## src/rtl/axi_pkg.sv

```systemverilog
/*
 * AXI protocol types
 * Burst, response, length and size encodings plus the beat address rule
 * used by the write and read engines.
 */
`default_nettype none

package axi_pkg;

  // Widest address the beat address rule handles
  localparam int unsigned MaxAddrWidth = 64;

  typedef logic [MaxAddrWidth-1:0] axi_addr_t;

  // Burst length minus one
  typedef logic [7:0] len_t;

  // Bytes per beat as a power of two
  typedef logic [2:0] size_t;

  typedef enum logic [1:0] {
    FIXED = 2'b00,
    INCR  = 2'b01,
    WRAP  = 2'b10
  } burst_e;

  typedef enum logic [1:0] {
    OKAY   = 2'b00,
    EXOKAY = 2'b01,
    SLVERR = 2'b10,
    DECERR = 2'b11
  } resp_e;

  // Byte address of beat number count within a burst.
  // WRAP takes the INCR path, both engines reject it anyway
  function automatic axi_addr_t beat_addr(axi_addr_t base, size_t size, burst_e burst,
                                          len_t count);
    axi_addr_t bytes;
    axi_addr_t aligned;
    bytes   = axi_addr_t'(1) << size;
    aligned = base & ~(bytes - axi_addr_t'(1));
    if (burst == FIXED || count == '0) begin
      return base;
    end
    // First beat may be unaligned, the rest start on size boundaries
    return aligned + (axi_addr_t'(count) << size);
  endfunction

endpackage

`default_nettype wire

```

## src/rtl/mem_ctrl_pkg.sv

```systemverilog
/*
 * Controller states
 * FSM encodings of the write and read engines of the AXI memory.
 */
`default_nettype none

package mem_ctrl_pkg;

  // AW accept, W beats, B response
  typedef enum logic [1:0] {
    WR_IDLE = 2'b00,
    WR_DATA = 2'b01,
    WR_RESP = 2'b10
  } wr_state_e;

  // AR accept, array read, R beat
  typedef enum logic [1:0] {
    RD_IDLE  = 2'b00,
    RD_FETCH = 2'b01,
    RD_DATA  = 2'b10
  } rd_state_e;

endpackage

`default_nettype wire

```

## src/rtl/axi_mem_rd_ctrl.sv

```systemverilog
/*
 * AXI read engine
 * Accepts one AR burst at a time, fetches each beat from the array,
 * returns R beats and reports each delivered beat on the read monitor.
 */
`timescale 1ns/1ps
`default_nettype none

module axi_mem_rd_ctrl #(
  parameter int unsigned AddrWidth = 16,
  parameter int unsigned DataWidth = 32,
  parameter int unsigned IdWidth   = 4,
  parameter int unsigned MemBytes  = 1024,
  localparam int unsigned StrbWidth = DataWidth / 8,
  localparam int unsigned IdxWidth  = $clog2(MemBytes / StrbWidth)
) (
  input  logic                  clk_i,
  input  logic                  rst_i,
  input  logic                  ar_valid_i,
  output logic                  ar_ready_o,
  input  logic [IdWidth-1:0]    ar_id_i,
  input  logic [AddrWidth-1:0]  ar_addr_i,
  input  axi_pkg::len_t         ar_len_i,
  input  axi_pkg::size_t        ar_size_i,
  input  axi_pkg::burst_e       ar_burst_i,
  output logic                  r_valid_o,
  input  logic                  r_ready_i,
  output logic [IdWidth-1:0]    r_id_o,
  output logic [DataWidth-1:0]  r_data_o,
  output axi_pkg::resp_e        r_resp_o,
  output logic                  r_last_o,
  output logic                  rd_en_o,
  output logic [IdxWidth-1:0]   rd_index_o,
  input  logic [DataWidth-1:0]  rd_data_i,
  output logic                  mon_r_valid_o,
  output logic [AddrWidth-1:0]  mon_r_addr_o,
  output logic [DataWidth-1:0]  mon_r_data_o,
  output logic [IdWidth-1:0]    mon_r_id_o,
  output axi_pkg::len_t         mon_r_beat_count_o,
  output logic                  mon_r_last_o
);

  import axi_pkg::*;
  import mem_ctrl_pkg::*;

  localparam int unsigned OffWidth = $clog2(StrbWidth);
  localparam logic [AddrWidth:0] MemLimit = (AddrWidth + 1)'(MemBytes);

  rd_state_e            state_q;
  rd_state_e            state_d;
  logic [IdWidth-1:0]   id_q;
  logic [AddrWidth-1:0] addr_q;
  len_t                 len_q;
  size_t                size_q;
  burst_e               burst_q;
  len_t                 cnt_q;
  axi_addr_t            beat_full;
  logic [AddrWidth-1:0] beat_addr_w;
  logic                 ar_hs;
  logic                 r_hs;
  logic                 last_beat;
  logic                 beat_ok;

  assign ar_hs     = ar_valid_i & ar_ready_o;
  assign r_hs      = r_valid_o & r_ready_i;
  assign last_beat = (cnt_q == len_q);

  // Counter is stable from fetch until the R transfer
  assign beat_full   = beat_addr(axi_addr_t'(addr_q), size_q, burst_q, cnt_q);
  assign beat_addr_w = beat_full[AddrWidth-1:0];
  assign beat_ok     = ({1'b0, beat_addr_w} < MemLimit) && (burst_q != WRAP);

  assign rd_en_o    = (state_q == RD_FETCH) & beat_ok;
  assign rd_index_o = beat_addr_w[OffWidth +: IdxWidth];

  // Rejected beats carry zero data
  assign r_data_o = beat_ok ? rd_data_i : '0;
  assign r_id_o   = id_q;
  assign r_last_o = last_beat;

  always_comb begin
    if (beat_ok) begin
      r_resp_o = OKAY;
    end else begin
      r_resp_o = SLVERR;
    end
  end

  always_comb begin
    state_d = state_q;
    unique case (state_q)
      RD_IDLE:  if (ar_hs) state_d = RD_FETCH;
      RD_FETCH: state_d = RD_DATA;
      RD_DATA: begin
        if (r_hs) begin
          if (last_beat) begin
            state_d = RD_IDLE;
          end else begin
            state_d = RD_FETCH;
          end
        end
      end
      default: state_d = RD_IDLE;
    endcase
  end

  always_ff @(posedge clk_i) begin
    if (rst_i) begin
      state_q       <= RD_IDLE;
      ar_ready_o    <= 1'b0;
      r_valid_o     <= 1'b0;
      cnt_q         <= '0;
      mon_r_valid_o <= 1'b0;
    end else begin
      state_q       <= state_d;
      ar_ready_o    <= (state_d == RD_IDLE);
      r_valid_o     <= (state_d == RD_DATA);
      mon_r_valid_o <= r_hs;
      if (ar_hs) begin
        cnt_q <= '0;
      end else if (r_hs) begin
        cnt_q <= cnt_q + len_t'(1);
      end
    end
  end

  always_ff @(posedge clk_i) begin
    if (ar_hs) begin
      id_q    <= ar_id_i;
      addr_q  <= ar_addr_i;
      len_q   <= ar_len_i;
      size_q  <= ar_size_i;
      burst_q <= ar_burst_i;
    end
  end

  // Delivered beat shows up on the monitor one cycle later
  always_ff @(posedge clk_i) begin
    if (r_hs) begin
      mon_r_addr_o       <= beat_addr_w;
      mon_r_data_o       <= r_data_o;
      mon_r_id_o         <= id_q;
      mon_r_beat_count_o <= cnt_q;
      mon_r_last_o       <= last_beat;
    end
  end

endmodule

`default_nettype wire

```

## config.mk

```make
export PLATFORM = sky130hd
export DESIGN_NAME = axi_mem_rd_ctrl
export DESIGN_NICKNAME = d
export VERILOG_FILES = /design/src/rtl/axi_pkg.sv /design/src/rtl/mem_ctrl_pkg.sv /design/src/rtl/axi_mem_rd_ctrl.sv
export SDC_FILE = /design/constraint.sdc
export NUM_CORES = 1
export LEC_CHECK = 0
export BUFFER_PORTS_ARGS = -buffer_cell sky130_fd_sc_hd__buf_4
export CAP_MARGIN = 5
export CORE_AREA = 8 8 120 122
export DETAILED_ROUTE_END_ITERATION = 10
export DIE_AREA = 0 0 128 130
export PLACE_DENSITY = 0.7
export SLEW_MARGIN = 0
export SYNTH_ARGS = -nofsm -noshare
export SYNTH_HDL_FRONTEND = slang
export SYNTH_SLANG_ARGS = --single-unit
```

## constraint.sdc

```tcl
create_clock -name clk_i -period 4.8 [get_ports clk_i]
set_input_delay 0.48 -clock clk_i [delete_from_list [all_inputs] [get_ports clk_i]]
set_output_delay 0.48 -clock clk_i [all_outputs]
set_load 0.03 [all_outputs]
```

==> summary by stage, run 1 <==
Status
The run finished with clean final reports.

Drt
The count of unresolved DRC violations after routing is 0. The average wire length per cell after detail routing is between 15 and 20 µm. The detailed-routing iteration count for the pre-antenna-repair pass is 4.

For this block, the initial DRC count from the detailed router was around 210. Dividing the detail-routed via count by the number of cells gives 5.18. Across all layers, the routed design uses 4327 vias.

For this block, the routed nets add up to around 15000 µm of wire. The detail route stage leaves a number of antenna-violating nets equal to 0.

Critical path
The data required time at the worst endpoint is between 4000 and 5000 ps. On the critical path, the stage with the largest delay is an instance of fa_1. The type of the worst setup path is reg -> out. Data arrives at the worst endpoint at around 4100 ps.

The delay contributed by the slowest stage of the critical path is 410 ps. The critical path launch point type is a register. The total buffers and inverters traversed by the critical path is 5.

The cell type group with the largest total delay on the critical path is simple AND/OR/NAND/NOR gates. The signal on the critical path passes through buf_6 -> buf_4 -> nor2_1 -> and3_1 -> ha_1 -> inv_1 -> fa_1 -> nor2b_1 -> o31a_1 -> o211a_1 -> or4_1 -> nand3_2 -> or3_1 -> buf_6 -> nor3_2 -> buf_4. The critical path capture point type is a primary output.

The highest net fanout along the worst path is 18.

Clock network
The clock passes through at most 2 buffers. In this run, CTS created clock tree buffers numbering 9. The tree is rooted in a clkbuf_16. The post-CTS clock slew at the launch and capture registers of the worst setup and hold paths is approximately 80 ps. TritonCTS built the clock tree.

After clock tree synthesis, the flow added hold-fix buffers numbering 0. For the worst-skew pair, the clock arrives at the later sink with an insertion delay of approximately 360 ps. The H-tree was split into 3 levels. Counting every sink on the clock net gives 107.

Floorplan
The floorplan die area is 16600 µm². In this run the core area contains 41 standard-cell rows. The die width is 128 µm. The number of I/O pins is 181. The area inside the core boundary is 12400 µm². The initial utilization of the core area, before any placement, comes to 43.9%. The height of the die is ~130 µm.

Timing
Counting I/O delays and the setup requirement, the final critical path takes roughly 4600 ps. Setup violations remaining at the end of the flow were counted as 0. The count of endpoints failing hold in the final timing report is 0. Of the available clock period, the critical path in the final layout requires 95.0%. Across all hold checks on the routed design, the worst slack comes to 292 ps. Between clock sinks in the finished design, the worst skew comes to about 12 ps.

Headroom to the max-slew limit came out at 56.5%. The peak clock frequency supported by timing is 219 MHz. The slew at the pin closest to its max-slew limit is 653 ps.

The count of pins over their slew limit was 0.

Place
The count of input and output buffers is 179. The final weighted congestion in routability-driven placement is 0.876. Including well taps, the total number of placed cells is 805. The placed wire-length estimate after detailed placement is 11100 µm.

Global routing
The global routing usage on met3 is 5.06%. Global routing used 17.5% of the available tracks. The number of global-route vias before repair is 4295. After global routing, the most crowded layer is met2. Entering global routing, the biggest net connects 49 pins. The met1 routing resource usage after global routing is ~20%. The initial antenna violation count is 0. The met2 track utilization from global routing is 30.8%. The first-pass GRT wire length is 22700 µm. Global routing finished with a remaining overflow of 0.

Synthesis
The cell count after synthesis came out at roughly 480. The synthesized design spends more area on one cell type than any other, namely edfxtp_1. The mean cell area of the mapped netlist is 11.3 µm². Yosys mapped a number of flops with a built-in enable equal to 94. For this run, asynchronously set or reset flops after synthesis account for 0%.

The post-synth net total is 571. The portion of synthesized cell area occupied by the leading cell type is around half. The number of storage elements in the synthesis netlist is about 110. The prevailing post-synth register cell is edfxtp_1. The area of the mapped netlist is 5450 µm². Yosys attributes the largest share of cell area to edfxtp_1, nand2_1, dfxtp_1, ha_1, o21ai_0. Yosys printed 0 warnings. The number of distinct library cells after synthesis is between 50 and 60. Sequential elements use 56.6% of the synthesized area.

Cells and area
The number of diodes is 0. The layout overhead on the synthesized area is 38.7%. The total number of nets in the final design is 747. The finished layout holds 836 standard cells, fillers aside. The layout has slightly above 1000 filler cells. The share of final-layout standard cells stronger than drive strength 1 is 42.0%.

Pwr
In this run the power density over the cells is 271 nW/µm². The total leakage power is 3.02 nW. The worst ir drop on vdd is 160 µV.

Min path
The tightest min-delay check is of the in -> reg type.

Job
The reported max-cap violation count is 0.
## per-stage QoR
step	cell area, µm²	util, %	TNS, ps	power (mW)	setup WS [ps]
2_1_floorplan	5450	-	0	1.23	33.4
3_3_place_gp	6870	55.4	0	1.32	102
3_5_place_dp	6870	55.4	-28.7	1.33	-28.7
4_1_cts	7270	58.6	0	2.04	27.6
5_1_grt	7560	60.9	-115	2.12	-24.4
6_report	7560	60.9	0	2.05	240
## registers in the layout (all words and copies together), names as in the netlist
signal	flops
addr_q	16
ar_ready_o	1
burst_q	2
cnt_q	8
len_q	8
mon_r_addr_o	16
mon_r_beat_count_o	8
mon_r_data_o	32
mon_r_id_o	4
mon_r_last_o	1
mon_r_valid_o	1
r_id_o	4
r_valid_o	1
size_q	3
state_q	2
## cells in the mapped netlist, types with 5 or more instances
cell type	count
nor2_1	24
clkbuf_1	21
nand3_1	6
ha_1	18
and3_1	6
nand4_1	5
or3_1	7
dfxtp_1	13
buf_2	7
mux2_2	5
nand2_1	76
nor3_1	10
edfxtp_1	94
a21oi_1	17
mux2i_1	8
o21ai_0	28
nor3_2	12
buf_4	9
nor4_1	18
xor2_1	9
nand2b_1	8
xnor2_1	12
inv_1	8
## layout by cell type, fill, tap and decap left out, types with 12 or more instances in the layout
cell type	instances
edfxtp_1	94
dfxtp_1	12
xnor2_1	12
nor4_2	13
buf_4	203
nand2_1	76
a21oi_1	17
o21ai_0	26
nor2_1	24
ha_1	17
## power breakdown
part	leakage, nW	internal, mW	total, mW	switching (mW)
combinational	1.95	0.113	0.275	0.162
clock	0.139	0.371	0.714	0.343
sequential	0.926	1.04	1.06	0.0149
total	3.02	1.53	2.05	0.520
## per-layer routing
layer | wire [µm] | share of wire, %
met3 | 1220 | 8.1
met1 | 6030 | 40
met4 | 170 | 1.1
met2 | 7550 | 50
met5 | 0 | 0
## cells by family (layout without fill, tap and decap cells)
kind of cell / after synthesis / in the layout / synth area share, %
adder cells (fa/ha/maj): 19 / 19 / 4.50
AND/OR/NAND/NOR: 191 / 191 / 18.6
flip-flops: 107 / 107 / 56.6
other: 1 / 1 / 0.0688
AO/OA/AOI/OAI: 79 / 79 / 9.50
XOR/XNOR: 21 / 21 / 3.37
multiplexers: 13 / 13 / 2.50
buffers and inverters: 52 / 233 / 4.91
## repair_timing
| item | CTS | global route |
|---|---|---|
| gates resized for setup | 12 | 37 |
| setup endpoints to repair | 34 | 34 |
| pin swaps | 0 | 9 |
| setup buffers | 5 | 10 |
| cloned | 0 | 0 |
## final timing paths
path,from,endpoint,slack [ps],cells past startpoint
max,size_q[0],r_data_o[18],240,16
min,ar_burst_i[0],burst_q[0],290,1
max reg2reg,size_q[0],mon_r_data_o[18],1100,15
min reg2reg,r_id_o[0],mon_r_id_o[0],460,0
## layout make-up
type	count	area [µm²]	share of cell area, %
Clock buffer	10	239	3.16
Clock inverter	6	45.0	0.596
Inverter	11	45.0	0.596
Multi-Input combinational cell	324	2360	31.3
Sequential cell	107	3080	40.8
Tap cell	172	215	2.85
Timing Repair Buffer	206	1570	20.7
Note: power is estimated with default switching activity, not from simulation.
==> run 2, diff against run 1 <==
CORE_AREA = 8 8 113 115   (was 8 8 120 122)
CTS_CLUSTER_DIAMETER = 200   (was not set)
DIE_AREA = 0 0 121 123   (was 0 0 128 130)
PLACE_DENSITY = 0.78   (was 0.7)
==> summary by stage, run 2 (synthesis results as in run 1) <==
Status
The flow ran to the end, and the final reports show no timing, DRC or antenna violations.

Job
The reported max-cap violation count was 0 (unchanged).

Cells and area
The count of fill cells added during filler insertion is 855 (-16%). The combined flip-flop and latch cell area is 3080 µm² (unchanged). The area of all placed cells without fillers is 7370 µm² (-2.5%).

In the layout the commonest cells are buf_4, edfxtp_1, nand2_1, o21ai_0, nor2_1. The final cell count without fillers is 796 (-4.8%). The number of diodes is 0 (unchanged). Counting flops per register, the top entry is mon_r_data_o.

The most common library cell in the layout ignoring fill and taps is buf_4. The total number of nets in the final design is 736 (-1.5%). The share of final-layout standard cells stronger than drive strength 1 was 40.0% (-2.0 points). The number of flip-flops under the largest register name was 32 (unchanged).

Compared with the post-synthesis result, the final layout area differs by 35.1%. The footprint of the multi-input gates is 2280 µm² (-3.5%). The largest registers in the layout are mon_r_data_o (32), addr_q (16), mon_r_addr_o (16). The fraction of the core area covered by cells at the end of the flow is 66.5% (+5.6 points).

Min path
The worst hold path belongs to the class in -> reg. The worst hold path terminates at len_q[2]. The cell count of the worst hold path was 1 (unchanged). The startpoint of the worst hold path is ar_len_i[2].

Floorplan
The starting utilization of the core area was 49.2% (+5.3 points). The height of the die came to 123 µm (-5.4%). The die width is 121 µm (-5.5%). The count of standard-cell rows is 39 (-4.9%). The number of I/O pins is 181 (unchanged). The area inside the core boundary is 11100 µm² (-11%). The floorplan die area is 14900 µm² (-11%).

Critical path
The critical path launch point type is a register. The critical path capture point type is a primary output. The critical path arrival came to 4070 ps (about the same). The type of the worst setup path is reg -> out. The worst reg-to-reg path cell count is 13 (-2).

The highest net fanout along the worst path came to 18 (unchanged). The startpoint of the lowest-slack register-to-register path is size_q[0]. The data required time at the worst endpoint is 4320 ps (about the same).

The minimum setup slack among reg-to-reg paths was 1100 ps (about the same). The endpoint identified for the worst register-to-register timing path is mon_r_data_o[4].

Pwr
The worst ir drop on vdd came to 193 µV (+20%). The total leakage power is 2.92 nW (-3.4%). The areal power density over the cells is 280 nW/µm² (+3.6%).

Clock network
The total clock buffers created by CTS came to 9 (unchanged). The clock net sink count is 107 (unchanged). The count of hold buffers inserted by post-cts repair was 0 (unchanged). The CTS tree is done. Clock tree synthesis selected as its root buffer the cell clkbuf_16. The maximum count of clock buffers along a single path came to 2 (unchanged). The count of H-tree levels built during CTS is 3 (unchanged). The post-CTS clock slew at the launch and capture registers of the worst setup and hold paths is 70 ps (about the same). The later-pin clock latency in the skew report was 340 ps (-20 ps).

Drt
The final routed wirelength across all metal layers came to 14200 µm (-5.4%). The antenna violation net count after detailed routing is 0 (unchanged). The detailed-routing iteration count for the pre-antenna-repair pass is 4 (unchanged).

The count of unresolved DRC violations after routing was 0 (unchanged). The average wire length per cell after detail routing came to 17.8 µm (-0.67%). The via-per-instance ratio came to 5.43 (+5.0%). The number of DRC markers in iteration 0 is 295 (+43%).

The detailed-route via count is 4324 (-0.069%).

Timing
Setup repair after global routing could not meet its margin everywhere. The count of final setup violators is 0 (unchanged). The count of pins over their slew limit is 0 (unchanged). The final sum of negative setup slack is 0 ps (unchanged). The final setup skew came to 5.96 ps (-5.75 ps). The final worst-path cycle share is 94.7% (-0.25 points). The slew at the pin closest to its max-slew limit is 924 ps (+271 ps). The shortest clock period the worst path allows after layout was 4550 ps (-12.1 ps). The final setup slack of the worst path is 252 ps (+12.1 ps).

The count of endpoints failing hold in the final timing report is 0 (unchanged). The worst-case headroom to the max-slew limit was 38.4% (-18 points). The peak clock frequency supported by timing is 220 MHz (+0.27%).

Place
The placed wire-length estimate after detailed placement was 10600 µm (-4.8%). The placed instance count came to 772 (-4.1%). The count of input and output buffers is 179 (unchanged). The final weighted congestion in routability-driven placement is 0.855 (-2.5%).

The worst slack at placement was -41.2 ps (-12.5 ps). The post-placement cell area is 6810 µm² (-0.96%).

Global routing
The first-pass GRT wire length is 21700 µm (-4.1%). The number of global-route vias before repair came to 4267 (-0.65%). The initial antenna violation count is 0 (unchanged). The total routing usage reported by global routing was 18.3% (+0.85 points). The overall overflow remaining after global route is 0 (unchanged).

The pin count of the biggest net entering global routing was 42 (-14%).
-- run 2: changes by cell type in the layout (fill, tap and decap cells not counted), sizes merged --
| cell | change |
|---|---|
| buf | -11 |
| clkbuf | +2 |
| clkinv | -1 |
| inv | -1 |
| bufinv | +1 |
| clkinvlp | -1 |
-- run 2: through the flow --
| stage | power (mW) | hold WS (ps) |
|---|---|---|
| 3_3_place_gp | 1.32 | 439 |
| 2_1_floorplan | 1.23 | 403 |
| 6_report | 2.07 | 308 |
| 3_5_place_dp | 1.33 | 442 |
| 5_1_grt | 2.14 | 293 |
| 4_1_cts | 2.08 | 294 |
-- run 2: metal layers --
metal	GRT usage, %	part of all wire, %	wire length [µm]	vias up
met5	0	0	0	-
met4	5.31	1.1	150	0
met3	5.34	8.3	1180	13
met2	31.8	49	6950	179
met1	21.6	41	5870	2051
li1	-	-	-	2081
-- run 2: power breakdown --
part	total [mW]	internal (mW)	switching [mW]
logic	0.259	0.106	0.153
clock network	0.749	0.425	0.324
registers	1.06	1.04	0.0147
-- run 2: final cells by class --
type,instances,area share [%]
Multi-Input combinational cell,324,31.0
Clock buffer,12,3.35
Sequential cell,107,41.9
Tap cell,143,2.43
Timing Repair Buffer,195,20.0
Clock inverter,4,0.781
Inverter,11,0.561
-- run 2: how the worst max path moves through the flow --
| stage | startpoint | end | slack, ps | cells after the start |
|---|---|---|---|---|
| 2_1_floorplan | size_q[0] | r_data_o[15] | 30 | 15 |
| 3_3_place_gp | size_q[0] | r_data_o[2] | 30 | 12 |
| 3_5_place_dp | size_q[1] | r_data_o[1] | -40 | 13 |
| 4_1_cts | size_q[1] | r_data_o[13] | 10 | 13 |
| 5_1_grt | size_q[0] | r_data_o[10] | -60 | 14 |
| 6_report | size_q[0] | r_data_o[4] | 250 | 14 |
-- run 2: critical path: stages (launching register included) --
cell and delay (ps):
edfxtp_1 320, buf_4 190, mux2i_1 250, mux2_2 210
o21ai_0 100, ha_1 370, o211ai_1 120, o211ai_1 300
a41oi_2 230, o2111ai_1 240, o311a_1 280, clkinv_1 110
or3_4 480, nor3_1 290, buf_4 210
-- run 2: timing repair --
item,CTS,global route
setup buffers,5,3
resized for setup,9,22
pin swaps,0,4
endpoints found under the setup margin,34,34
