## src/rtl/axi_pkg.sv

```systemverilog
/*
 * AXI protocol types
 * Burst, response, length and size encodings plus the beat address rule
 * used by the write and read engines.
 */
`default_nettype none

package axi_pkg;

  // Widest address the beat address rule handles
  localparam int unsigned MaxAddrWidth = 64;

  typedef logic [MaxAddrWidth-1:0] axi_addr_t;

  // Burst length minus one
  typedef logic [7:0] len_t;

  // Bytes per beat as a power of two
  typedef logic [2:0] size_t;

  typedef enum logic [1:0] {
    FIXED = 2'b00,
    INCR  = 2'b01,
    WRAP  = 2'b10
  } burst_e;

  typedef enum logic [1:0] {
    OKAY   = 2'b00,
    EXOKAY = 2'b01,
    SLVERR = 2'b10,
    DECERR = 2'b11
  } resp_e;

  // Byte address of beat number count within a burst.
  // WRAP takes the INCR path, both engines reject it anyway
  function automatic axi_addr_t beat_addr(axi_addr_t base, size_t size, burst_e burst,
                                          len_t count);
    axi_addr_t bytes;
    axi_addr_t aligned;
    bytes   = axi_addr_t'(1) << size;
    aligned = base & ~(bytes - axi_addr_t'(1));
    if (burst == FIXED || count == '0) begin
      return base;
    end
    // First beat may be unaligned, the rest start on size boundaries
    return aligned + (axi_addr_t'(count) << size);
  endfunction

endpackage

`default_nettype wire

```

## src/rtl/mem_ctrl_pkg.sv

```systemverilog
/*
 * Controller states
 * FSM encodings of the write and read engines of the AXI memory.
 */
`default_nettype none

package mem_ctrl_pkg;

  // AW accept, W beats, B response
  typedef enum logic [1:0] {
    WR_IDLE = 2'b00,
    WR_DATA = 2'b01,
    WR_RESP = 2'b10
  } wr_state_e;

  // AR accept, array read, R beat
  typedef enum logic [1:0] {
    RD_IDLE  = 2'b00,
    RD_FETCH = 2'b01,
    RD_DATA  = 2'b10
  } rd_state_e;

endpackage

`default_nettype wire

```

## src/rtl/axi_mem_wr_ctrl.sv

```systemverilog
/*
 * AXI write engine
 * Accepts one AW burst at a time, writes W beats into the array,
 * returns the B response and reports each beat on the write monitor.
 */
`timescale 1ns/1ps
`default_nettype none

module axi_mem_wr_ctrl #(
  parameter int unsigned AddrWidth = 16,
  parameter int unsigned DataWidth = 32,
  parameter int unsigned IdWidth   = 4,
  parameter int unsigned MemBytes  = 1024,
  localparam int unsigned StrbWidth = DataWidth / 8,
  localparam int unsigned IdxWidth  = $clog2(MemBytes / StrbWidth)
) (
  input  logic                  clk_i,
  input  logic                  rst_i,
  input  logic                  aw_valid_i,
  output logic                  aw_ready_o,
  input  logic [IdWidth-1:0]    aw_id_i,
  input  logic [AddrWidth-1:0]  aw_addr_i,
  input  axi_pkg::len_t         aw_len_i,
  input  axi_pkg::size_t        aw_size_i,
  input  axi_pkg::burst_e       aw_burst_i,
  input  logic                  w_valid_i,
  output logic                  w_ready_o,
  input  logic [DataWidth-1:0]  w_data_i,
  input  logic [StrbWidth-1:0]  w_strb_i,
  input  logic                  w_last_i,
  output logic                  b_valid_o,
  input  logic                  b_ready_i,
  output logic [IdWidth-1:0]    b_id_o,
  output axi_pkg::resp_e        b_resp_o,
  output logic                  wr_en_o,
  output logic [IdxWidth-1:0]   wr_index_o,
  output logic [DataWidth-1:0]  wr_data_o,
  output logic [StrbWidth-1:0]  wr_strb_o,
  output logic                  mon_w_valid_o,
  output logic [AddrWidth-1:0]  mon_w_addr_o,
  output logic [DataWidth-1:0]  mon_w_data_o,
  output logic [IdWidth-1:0]    mon_w_id_o,
  output axi_pkg::len_t         mon_w_beat_count_o,
  output logic                  mon_w_last_o
);

  import axi_pkg::*;
  import mem_ctrl_pkg::*;

  localparam int unsigned OffWidth = $clog2(StrbWidth);
  localparam logic [AddrWidth:0] MemLimit = (AddrWidth + 1)'(MemBytes);

  wr_state_e            state_q;
  wr_state_e            state_d;
  logic [IdWidth-1:0]   id_q;
  logic [AddrWidth-1:0] addr_q;
  len_t                 len_q;
  size_t                size_q;
  burst_e               burst_q;
  len_t                 cnt_q;
  logic                 err_q;
  axi_addr_t            beat_full;
  logic [AddrWidth-1:0] beat_addr_w;
  logic                 aw_hs;
  logic                 w_hs;
  logic                 b_hs;
  logic                 last_beat;
  logic                 beat_ok;

  assign aw_hs = aw_valid_i & aw_ready_o;
  assign w_hs  = w_valid_i & w_ready_o;
  assign b_hs  = b_valid_o & b_ready_i;

  // Burst end comes from the beat counter alone
  assign last_beat = (cnt_q == len_q);

  assign beat_full   = beat_addr(axi_addr_t'(addr_q), size_q, burst_q, cnt_q);
  assign beat_addr_w = beat_full[AddrWidth-1:0];
  assign beat_ok     = ({1'b0, beat_addr_w} < MemLimit) && (burst_q != WRAP);

  // Array write happens on the W transfer edge itself
  assign wr_en_o    = w_hs & beat_ok;
  assign wr_index_o = beat_addr_w[OffWidth +: IdxWidth];
  assign wr_data_o  = w_data_i;
  assign wr_strb_o  = w_strb_i;
  assign b_id_o     = id_q;

  always_comb begin
    state_d = state_q;
    unique case (state_q)
      WR_IDLE: if (aw_hs) state_d = WR_DATA;
      WR_DATA: if (w_hs && last_beat) state_d = WR_RESP;
      WR_RESP: if (b_hs) state_d = WR_IDLE;
      default: state_d = WR_IDLE;
    endcase
  end

  always_ff @(posedge clk_i) begin
    if (rst_i) begin
      state_q       <= WR_IDLE;
      aw_ready_o    <= 1'b0;
      w_ready_o     <= 1'b0;
      b_valid_o     <= 1'b0;
      cnt_q         <= '0;
      err_q         <= 1'b0;
      mon_w_valid_o <= 1'b0;
    end else begin
      state_q       <= state_d;
      aw_ready_o    <= (state_d == WR_IDLE);
      w_ready_o     <= (state_d == WR_DATA);
      b_valid_o     <= (state_d == WR_RESP);
      mon_w_valid_o <= w_hs;
      if (aw_hs) begin
        cnt_q <= '0;
        err_q <= 1'b0;
      end else if (w_hs) begin
        cnt_q <= cnt_q + len_t'(1);
        // Sticky over the burst
        if (!beat_ok) err_q <= 1'b1;
      end
    end
  end

  always_ff @(posedge clk_i) begin
    if (aw_hs) begin
      id_q    <= aw_id_i;
      addr_q  <= aw_addr_i;
      len_q   <= aw_len_i;
      size_q  <= aw_size_i;
      burst_q <= aw_burst_i;
    end
    if (w_hs && last_beat) begin
      if (err_q || !beat_ok) begin
        b_resp_o <= SLVERR;
      end else begin
        b_resp_o <= OKAY;
      end
    end
  end

  // Monitor payload trails the W transfer by one cycle
  always_ff @(posedge clk_i) begin
    if (w_hs) begin
      mon_w_addr_o       <= beat_addr_w;
      mon_w_data_o       <= w_data_i;
      mon_w_id_o         <= id_q;
      mon_w_beat_count_o <= cnt_q;
      mon_w_last_o       <= last_beat;
    end
  end

endmodule

`default_nettype wire

```

## config.mk

```make
export PLATFORM = sky130hd
export DESIGN_NAME = axi_mem_wr_ctrl
export DESIGN_NICKNAME = d
export VERILOG_FILES = /design/src/rtl/axi_pkg.sv /design/src/rtl/mem_ctrl_pkg.sv /design/src/rtl/axi_mem_wr_ctrl.sv
export SDC_FILE = /design/constraint.sdc
export NUM_CORES = 1
export LEC_CHECK = 0
export ABC_AREA = 0
export BUFFER_PORTS_ARGS = -buffer_cell sky130_fd_sc_hd__buf_2
export CAP_MARGIN = 10
export CORE_MARGIN = 3
export CORE_UTILIZATION = 54
export DETAILED_ROUTE_END_ITERATION = 12
export PLACE_DENSITY = 0.86
export SYNTH_ARGS = -nofsm -noshare
export SYNTH_HDL_FRONTEND = slang
export SYNTH_SLANG_ARGS = --single-unit
```

## constraint.sdc

```tcl
create_clock -name clk_i -period 8.4 [get_ports clk_i]
set_clock_uncertainty 0.15 [all_clocks]
set_input_delay 0.42 -clock clk_i [delete_from_list [all_inputs] [get_ports clk_i]]
set_output_delay 0.42 -clock clk_i [all_outputs]
set_load 0.03 [all_outputs]
```

==> results of run 1 <==
## synth_stat cells (2+ instances only)
master    instances
nand2_1          48
clkbuf_1         23
a211oi_1          2
inv_1            16
a31oi_1           2
nand4_1           7
mux2i_1           4
and3_1            5
and2_1            6
nor2_1           29
o21a_1            3
edfxtp_1         95
a21oi_1          28
a21o_1            3
nor3_1            8
or3_1             4
nor2b_1           3
mux2_2            6
nand2b_1          5
o31ai_1           3
xor2_1            7
a211o_1           3
ha_1             18
buf_4            46
o21ai_0          29
dfxtp_1          15
xnor2_1          14
and3_4            2
nand3_1           4
o211ai_1          4
## logic make-up (layout without fill, tap and decap cells)
group / after synthesis / count (layout) / synth area share (%)
flip-flops: 110 / 110 / 58.8
multiplexers: 10 / 10 / 2.01
adder cells (fa/ha/maj): 19 / 19 / 4.57
AO/OA/AOI/OAI: 85 / 85 / 9.55
other: 1 / 1 / 0.0699
buffers and inverters: 89 / 216 / 9.61
AND/OR/NAND/NOR: 128 / 128 / 11.9
XOR/XNOR: 21 / 21 / 3.43
## stage by stage
stage	setup slack, ns	hold WS [ns]	cell area (µm²)	std cells	total power, µW
6_report	3.57	0.0514	6200	719	1080
4_1_cts	3.63	0.0487	6200	719	1090
2_1_floorplan	4.36	0.256	5360	463	749
3_5_place_dp	4.07	0.281	6000	703	782
5_1_grt	3.23	0.0405	6200	719	1130
3_3_place_gp	4.07	0.275	6000	703	779
## final cells by class
class	count	area (µm²)	area share [%]
flip-flops and latches	110	3150	50.9
clock buffers	9	124	2.00
inverters	17	63.8	1.03
clock inverters	7	75.1	1.21
repair buffers	183	923	14.9
multi-input cells	264	1700	27.4
well taps	129	161	2.60
## worst min path at each step
stage | to | slack [ns] | cells past startpoint | from
CTS | len_q[3] | 0.05 | 1 | aw_len_i[3]
global placement | mon_w_id_o[2] | 0.28 | 0 | b_id_o[2]
finish | len_q[3] | 0.05 | 1 | aw_len_i[3]
detailed placement | mon_w_id_o[2] | 0.28 | 0 | b_id_o[2]
floorplan | mon_w_beat_count_o[2] | 0.26 | 0 | cnt_q[2]
global route | len_q[4] | 0.04 | 1 | aw_len_i[4]
## critical path: stages (launching register included)
cell      delay (ns)
edfxtp_1        0.77
mux2_2          0.42
nor2_1          0.08
a21oi_1         0.06
nand2_1         0.07
o21ai_0         0.15
ha_1            0.44
a21oi_1         0.30
nand2_1         0.10
a211o_1         0.31
nor3_1          0.15
o31ai_1         0.15
nor4_2          0.41
nand4b_4        0.17
nor2_1          0.11
buf_2           0.20
## routing by layer
layer / share of wire (%) / wire length, µm
met1: 39 / 4480
met5: 0.11 / 13
met3: 6.6 / 767
met4: 1.4 / 165
met2: 53 / 6110
## registers in the layout, summed over array words and instances, names as in the netlist
name                count
cnt_q                   8
err_q                   1
size_q                  3
b_valid_o               1
w_ready_o               1
len_q                   8
mon_w_data_o           32
aw_ready_o              1
mon_w_beat_count_o      8
addr_q                 16
b_id_o                  4
b_resp_o                1
mon_w_valid_o           1
mon_w_addr_o           16
mon_w_last_o            1
state_q                 2
mon_w_id_o              4
burst_q                 2
## power groups by stage
stage	Sequential, µW	Clock, µW	Combinational (µW)
after floorplan	653	0	95.7
after global placement	636	0	143
after detailed placement	637	0	146
after CTS	624	316	146
after global routing	626	343	156
final	624	311	145
==> out/qor.yml, run 1 <==
run_status:
  run_status: "finished, final reports clean"
placed_design:
  hpwl_mm: 8.82
  gp_congestion: 0.839
  io_buffers: 180
clock_network:
  clkTransAtPathRegs_ns: 0.12
  cts_tree: "built"
  clk-insertion-delay-late_ns: 0.38
  cts_num_sinks: 110
  cts_buffer_depth: 2
  cts_root_buf: "clkbuf_8"
  post_cts_resized: 0
  cts.htree.levels: 3
  holdBufCountCts: 0
  numCtsBuffers: 9
  cts_setup_buffers: 0
timing:
  fin_crit_ns: 4.83
  setup_violations: 0
  slew_headroom_pct: 57.9
  grt_setup_unrepaired: "false"
  fmax_mhz: 207
  hold_viol: 0
  period_share_pct: 57.5
  worst_slew_pin_slew_ns: 0.632
  slew_viol_final: 0
  fin_setup_tns_ns: 0
logic_synthesis:
  yosys_warnings: 0
  synthFlopType: "edfxtp_1"
  synth_area_leaders: "edfxtp_1, buf_4, dfxtp_1, ha_1, nand2_1"
  synth.avg_cell_area_um2: 11.6
  yosysSeqAreaShare_pct: 58.8
  ys_types: 51
  synth_largest_area_cell: "edfxtp_1"
  synth_top_area_share_pct: 53.2
  postSynthCellCount: 463
  synth_edf_count: 95
  synthesis.nets: 557
  synthArstFlopShare_pct: 0
  ys_ff_latch: 110
  synth_area_um2: 5360
layout:
  finalCoreUtilization_pct: 65.5
  final_nets: 679
  fill_cells: 766
  layout_commonest_cell: "buf_2"
  antennaDiodeCount: 0
  final_cell_mix: "buf_2, edfxtp_1, nand2_1"
  drive_gt1_share_pct: 36.1
  area_growth_pct: 15.6
die:
  core_um2: 9460
  pin_count: 191
  rows: 35
  start_util_pct: 56.7
  fp.dieW_um: 106
  dieHeight_um: 106
  die_area_um2: 11200
power:
  p_sw_uw: 301
  powerDensity_nw_per_um2: 174
  p_leak_uw: 0.00262
  ir_drop_v: 0.000120
  power_frac_seq_pct: 57.8
  p_int_uw: 778
  power_frac_comb_pct: 13.4
  clkPwrFrac_pct: 28.8
  switching_share_pct: 27.9
global_route:
  antenna_found_initial: 1
  grt_pass1_vias: 3646
  grt_pass1_wl_mm: 18.1
  busiest_layer: "met2"
  globalRouteMet1Util_pct: 23.4
  grt_max_degree: 41
  gr-usage-met2_pct: 37.9
  grt-ovfl-total: 0
  grt_util_all_layers_pct: 20.4
  grt_util_met3_pct: 4.53
drt:
  avgViaCountPerCell: 5.27
  ant_nets: 0
  dr.pass1.iters: 4
  wl_per_cell_um: 16.0
  drc: 0
  first_iter_violations: 183
  drt_wl_total_mm: 11.5
  num_vias: 3792
critical_path:
  crit_end: "wr_en_o"
  rr_worst_depth: 14
  worst_setup_path_end_kind: "output port"
  crit_arrival_ns: 4.26
  critPathLaunchType: "flip-flop"
  ff2ff_setup_slack_ns: 4.22
  r2r-start: "size_q[1]"
  path_class: "reg -> out"
  required_ns: 7.83
  timing.rr.end: "b_resp_o[1]"
  critical_path.startpoint: "size_q[1]"
  critical_path.max_fanout: 19
flow_run:
  cap_violations: 0
min_path:
  min_path_type: "in -> reg"
(Power assumes the default switching activity.)
==> inputs of run 2 (changes only) <==
- CORE_UTILIZATION: 54 -> 50
- PLACE_DENSITY: 0.86 -> 0.8
- clock period: 8.4 -> 4.74 ns (I/O delays scaled with it)
==> run 2 against run 1 <==
Critical path depth fell by 1. Sequential cell count did not move. Largest cell class unchanged. Largest power group unchanged. Critical endpoint unchanged. Final cell count rose by 11%. Combinational power rose by 110%.
==> out/qor.yml, run 2 (synthesis gave the netlist of run 1 again) <==
layout:
  fin_cells: 797  # +11%
  drive_gt1_share_pct: 33.0  # -3.1 points
  layout_commonest_cell: "buf_2"
  largest_reg_flops: 32  # unchanged
  largest_register: "mon_w_data_o"
  final_nets: 750  # +10%
  final_cell_mix: "buf_2, edfxtp_1, dlygate4sd3_1"
  antennaDiodeCount: 0  # unchanged
  biggestRegsByFlops: "mon_w_data_o (32), addr_q (16), mon_w_addr_o (16)"
  area_growth_pct: 28.9
critical_path:
  path_class: "reg -> out"
  worst_setup_path_end_kind: "output port"
  cp_cell_sequence: "buf_12, nor4b_1, ha_1, inv_1, fa_1, nor2b_1, o2111ai_1, a211oi_1, o21a_1, o31ai_1, nor4_2, nand4b_4, nor2_1, buf_2"
  required_ns: 4.35  # -3.48 ns
  critPathLaunchType: "flip-flop"
  critical_path.max_fanout: 19  # unchanged
  critical_path.startpoint: "size_q[1]"
  crit_arrival_ns: 4.02  # -0.24 ns
  slowest_delay_ns: 0.43  # -0.34 ns
  cpMaxStageDelayCell: "edfxtp_1"
  r2r-start: "size_q[1]"
die:
  core_um2: 10400  # +9.6%
  dieHeight_um: 110  # +3.7%
  fp.dieW_um: 110  # +3.7%
  die_area_um2: 12000  # +7.5%
  rows: 37  # +5.7%
  pin_count: 191  # unchanged
  start_util_pct: 51.7  # -5.0 points
timing:
  setup_violations: 0  # unchanged
  grt_setup_unrepaired: "false"
  setup_ws_ns: 0.332  # -3.24 ns
  fmax_mhz: 227
  worst_slew_pin_slew_ns: 0.558  # -0.0735 ns
  period_share_pct: 93.0
  fin_setup_tns_ns: 0  # unchanged
  fin_crit_ns: 4.41
  slew_viol_final: 0  # unchanged
  hold_viol: 0  # unchanged
  slew_headroom_pct: 62.7  # +4.8 points
global_route:
  grt-ovfl-total: 0  # unchanged
  grt_util_all_layers_pct: 19.9  # -0.52 points
  grt_pass1_vias: 3807  # +4.4%
  grt_pass1_wl_mm: 18.4  # +1.8%
  antenna_found_initial: 0  # -1
  grt_max_degree: 43  # +4.9%
drt:
  dr.pass1.iters: 5  # +1
  drc: 0  # unchanged
  ant_nets: 0  # unchanged
  avgViaCountPerCell: 5.08  # -3.8%
  drt_wl_total_mm: 12.3  # +7.0%
  num_vias: 4045  # +6.7%
  wl_per_cell_um: 15.5  # -3.5%
  first_iter_violations: 186  # +1.6%
power:
  p_sw_uw: 530  # +76%
  ir_drop_v: 0.000181  # +51%
  power_frac_seq_pct: 56.7  # -1.1 points
  p_leak_uw: 0.00292  # +11%
  finalPower_uw: 1940  # +80%
  clkPwrFrac_pct: 27.5  # -1.3 points
  powerDensity_nw_per_um2: 281  # +61%
  power_frac_comb_pct: 15.9  # +2.5 points
  p_int_uw: 1410  # +81%
  switching_share_pct: 27.3  # -0.61 points
placed_design:
  hpwl_mm: 8.71  # -1.2%
  preCtsSetupSlack_ns: 0.624  # -3.45 ns
  dp.cells: 711  # +1.1%
  io_buffers: 180  # unchanged
  gp_congestion: 0.835  # -0.42%
run_status:
  run_status: "finished, final reports clean"
clock_network:
  cts.htree.levels: 3  # unchanged
  clkTransAtPathRegs_ns: 0.12  # about the same
  cts_tree: "built"
  cts_num_sinks: 110  # unchanged
  cts_root_buf: "clkbuf_8"
  post_cts_resized: 0  # unchanged
  numCtsBuffers: 9  # unchanged
  clk-insertion-delay-late_ns: 0.38  # about the same
  cts_buffer_depth: 2  # unchanged
flow_run:
  cap_violations: 0  # unchanged
min_path:
  hp-start: "w_valid_i"
  min_path_type: "in -> reg"
-- run 2: routing by layer --
layer | vias up | track usage (%) | wire (µm)
li1 | 1996 | - | -
met1 | 1877 | 23.2 | 5050
met2 | 151 | 35.6 | 6190
met3 | 21 | 4.58 | 803
met4 | 0 | 7.66 | 292
met5 | - | 0 | 0
-- run 2: stage by stage --
stage | area, µm² | utilization, % | hold WS [ns]
after floorplan | 5360 | - | 0.159
after global placement | 6020 | 58.0 | 0.264
after detailed placement | 6020 | 58.0 | 0.265
after CTS | 6870 | 66.2 | 0.0477
after global routing | 6910 | 66.6 | 0.0597
final | 6910 | 66.6 | 0.0604
-- run 2: repair_timing --
item,in CTS,in global routing
endpoints found under the setup margin,0,1
hold endpoints to repair,71,0
setup buffers,0,4
hold buffers,66,0
-- run 2: critical path, delay by kind of cell (launching register included) --
family | cells | cell delay (ns)
compound gates | 4 | 0.90
flops | 1 | 0.43
fa+ha+maj | 2 | 0.69
simple gates | 5 | 1.20
buf+inv | 3 | 0.45
-- run 2: final timing paths --
check,to,slack [ns],cells after the start
worst min register to register,mon_w_id_o[1],0.30,0
worst min-delay path,mon_w_valid_o,0.06,3
worst max-delay path,wr_en_o,0.33,14
worst max register to register,b_resp_o[1],0.78,13
-- run 2: power groups by stage --
stage | Combinational, µW | Sequential, µW | Clock [µW]
2_1_floorplan | 170 | 1160 | 0
3_3_place_gp | 256 | 1130 | 0
3_5_place_dp | 259 | 1130 | 0
4_1_cts | 302 | 1100 | 547
5_1_grt | 334 | 1100 | 587
6_report | 308 | 1100 | 533
-- run 2: final cells by class --
class                           count  area [µm²]
Clock buffer                        9         124
Clock inverter                      7        66.3
Fill cell                         796        3460
Inverter                           17        63.8
Multi-Input combinational cell    264        1700
Sequential cell                   110        3150
Tap cell                          136         170
Timing Repair Buffer              254        1630
==> inputs of run 3 (changes only) <==
- CORE_UTILIZATION: 50 -> 35
- PLACE_DENSITY: 0.8 -> unset
==> run 3 against run 2 <==
Clock-buffer cell count is 1 higher. Die area is 40% higher. Critical endpoint unchanged. Sequential share of layout area shrank 1.1 points. First-iteration DRC count increased by 10%. Setup slack better by 0.078 ns. Sequential power is essentially flat. Global-route usage decreased by 5.7 points. Utilization fell by 19 points. Total power grew 9.2%. Wire length up 2.1%. Via count shrank 0.52%. Cell area increased by 2.4%. Largest power group unchanged.
==> out/qor.yml, run 3 (synthesis gave the netlist of run 1 again) <==
timing:
  hold_viol: 0  # unchanged
  setup_violations: 0  # unchanged
  worst_slew_pin_slew_ns: 0.664  # +0.105 ns
  period_share_pct: 91.4  # -1.6 points
  fin_setup_tns_ns: 0  # unchanged
  slew_viol_final: 0  # unchanged
  fin_crit_ns: 4.33  # -0.0779 ns
  slew_headroom_pct: 55.7  # -7.0 points
  fmax_mhz: 231  # +1.8%
  grt_setup_unrepaired: "false"
layout:
  largest_reg_flops: 32  # unchanged
  layout_commonest_cell: "buf_2"
  final_area_um2: 7070  # +2.4%
  final_cell_mix: "buf_2, edfxtp_1, dlygate4sd3_1"
  fin_cells: 848  # +6.4%
  largest_register: "mon_w_data_o"
  biggestRegsByFlops: "mon_w_data_o (32), addr_q (16), mon_w_addr_o (16)"
  antennaDiodeCount: 0  # unchanged
  area_growth_pct: 31.9
  regArea_um2: 3150  # unchanged
  final_nets: 753  # +0.40%
  multiInputGateArea_um2: 1700  # unchanged
  fill_cells: 1347  # +69%
  drive_gt1_share_pct: 33.0  # about the same
critical_path:
  cp_cell_sequence: "buf_4, nor4b_1, ha_1, inv_1, fa_1, nor2b_1, o2111ai_1, a211oi_1, o21a_1, o31ai_1, nor4_2, nand4b_4, nor2_1, buf_2"
  critical_path.max_fanout: 8  # -11
  required_ns: 4.35  # about the same
  slowest_delay_ns: 0.44  # about the same
  crit_arrival_ns: 3.94  # -0.08 ns
  critPathLaunchType: "flip-flop"
  cpMaxStageDelayCell: "a211oi_1"
  path_class: "reg -> out"
  critical_path.startpoint: "size_q[1]"
  r2r-start: "size_q[1]"
  worst_setup_path_end_kind: "output port"
die:
  start_util_pct: 36.3  # -15 points
  fp.dieW_um: 130  # +18%
  rows: 44  # +19%
  core_um2: 14800  # +42%
  die_area_um2: 16800  # +40%
  pin_count: 191  # unchanged
  dieHeight_um: 130  # +18%
placed_design:
  io_buffers: 180  # unchanged
  hpwl_mm: 8.95  # +2.7%
  dp.cells: 760  # +6.9%
  dpl-instance-area_um2: 6080  # +1.1%
  gp_congestion: 0.743  # -11%
clock_network:
  clk-insertion-delay-late_ns: 0.35  # -0.03 ns
  cts_tree: "built"
  cts_num_sinks: 110  # unchanged
  cts.htree.levels: 3  # unchanged
  cts_buffer_depth: 2  # unchanged
  clkTransAtPathRegs_ns: 0.08  # -0.04 ns
  numCtsBuffers: 9  # unchanged
  cts_root_buf: "clkbuf_16"
power:
  switching_share_pct: 25.7  # -1.6 points
  ir_drop_v: 0.000171  # -5.9%
  power_frac_seq_pct: 51.9  # -4.8 points
  p_leak_uw: 0.00297  # +1.8%
  p_int_uw: 1580  # +12%
  clkPwrFrac_pct: 33.6  # +6.1 points
  powerDensity_nw_per_um2: 300  # +6.7%
  p_sw_uw: 546  # +2.9%
  power_frac_comb_pct: 14.4  # -1.5 points
drt:
  ant_nets: 0  # unchanged
  wl_per_cell_um: 14.9  # -4.1%
  avgViaCountPerCell: 4.75  # -6.5%
  first_iter_violations: 205  # +10%
  drc: 0  # unchanged
  num_vias: 4024  # -0.52%
  drt_wl_total_mm: 12.6  # +2.1%
  dr.pass1.iters: 5  # unchanged
flow_run:
  cap_violations: 0  # unchanged
global_route:
  grt_pass1_wl_mm: 18.6  # +1.0%
  grt-ovfl-total: 0  # unchanged
  grt_max_degree: 55  # +28%
  grt_util_all_layers_pct: 14.3  # -5.7 points
  grt_pass1_vias: 3783  # -0.63%
  antenna_found_initial: 0  # unchanged
run_status:
  run_status: "finished, final reports clean"
min_path:
  hp-start: "w_valid_i"
  min_path_type: "in -> reg"
run 3: cell type report:
type | instances | area share, %
Clock buffer | 10 | 3.24
Multi-Input combinational cell | 264 | 24.0
Clock inverter | 6 | 0.778
Timing Repair Buffer | 257 | 23.2
Inverter | 17 | 0.902
Sequential cell | 110 | 44.6
Tap cell | 184 | 3.25
run 3: metrics by stage:
stage / power, µW / worst slack, ns / util (%) / hold WS (ns)
final: 2120 / 0.410 / 47.9 / 0.0900
after global routing: 2220 / 0.0529 / 47.9 / 0.129
after CTS: 2160 / 0.163 / 47.6 / 0.0895
after detailed placement: 1390 / 0.584 / 41.2 / 0.265
after global placement: 1380 / 0.571 / 41.2 / 0.265
after floorplan: 1330 / 0.884 / - / 0.159
run 3: worst paths after layout:
| check | to | cells after the start | slack, ns |
|---|---|---|---|
| worst max-delay path | wr_en_o | 14 | 0.41 |
| worst min-delay path | mon_w_valid_o | 3 | 0.09 |
| worst max register to register | b_resp_o[1] | 13 | 0.83 |
| worst min register to register | mon_w_id_o[2] | 0 | 0.31 |
run 3: power groups by stage:
| stage | clock (µW) | sequential (µW) | combinational (µW) |
|---|---|---|---|
| after global placement | 0 | 1130 | 259 |
| after global routing | 784 | 1110 | 333 |
| after floorplan | 0 | 1160 | 170 |
| final | 714 | 1100 | 307 |
| after detailed placement | 0 | 1130 | 261 |
| after CTS | 749 | 1110 | 303 |
run 3: worst max-delay path: cells and delay by family, from the launching register on:
family | cells | cell delay, ns
AOI/OAI and AO/OA | 4 | 0.93
adders and majority gates | 2 | 0.66
buffers and inverters | 3 | 0.45
DFF | 1 | 0.41
and+or+nand+nor | 5 | 1.13
run 3: layer usage:
layer  GRT usage, %  share of wire, %  up-vias
met5              0                 0        -
met4           6.72               2.9        0
met3           2.50               5.9       25
met2           25.2                49      140
met1           16.8                42     1859
li1               -                 -     2000
run 3: repair_timing:
action                                  CTS  global route
endpoints found under the setup margin    0             1
setup buffers                             0             6
gates resized for setup                   0             0
hold buffers                             66             0
hold endpoints to repair                 71             0
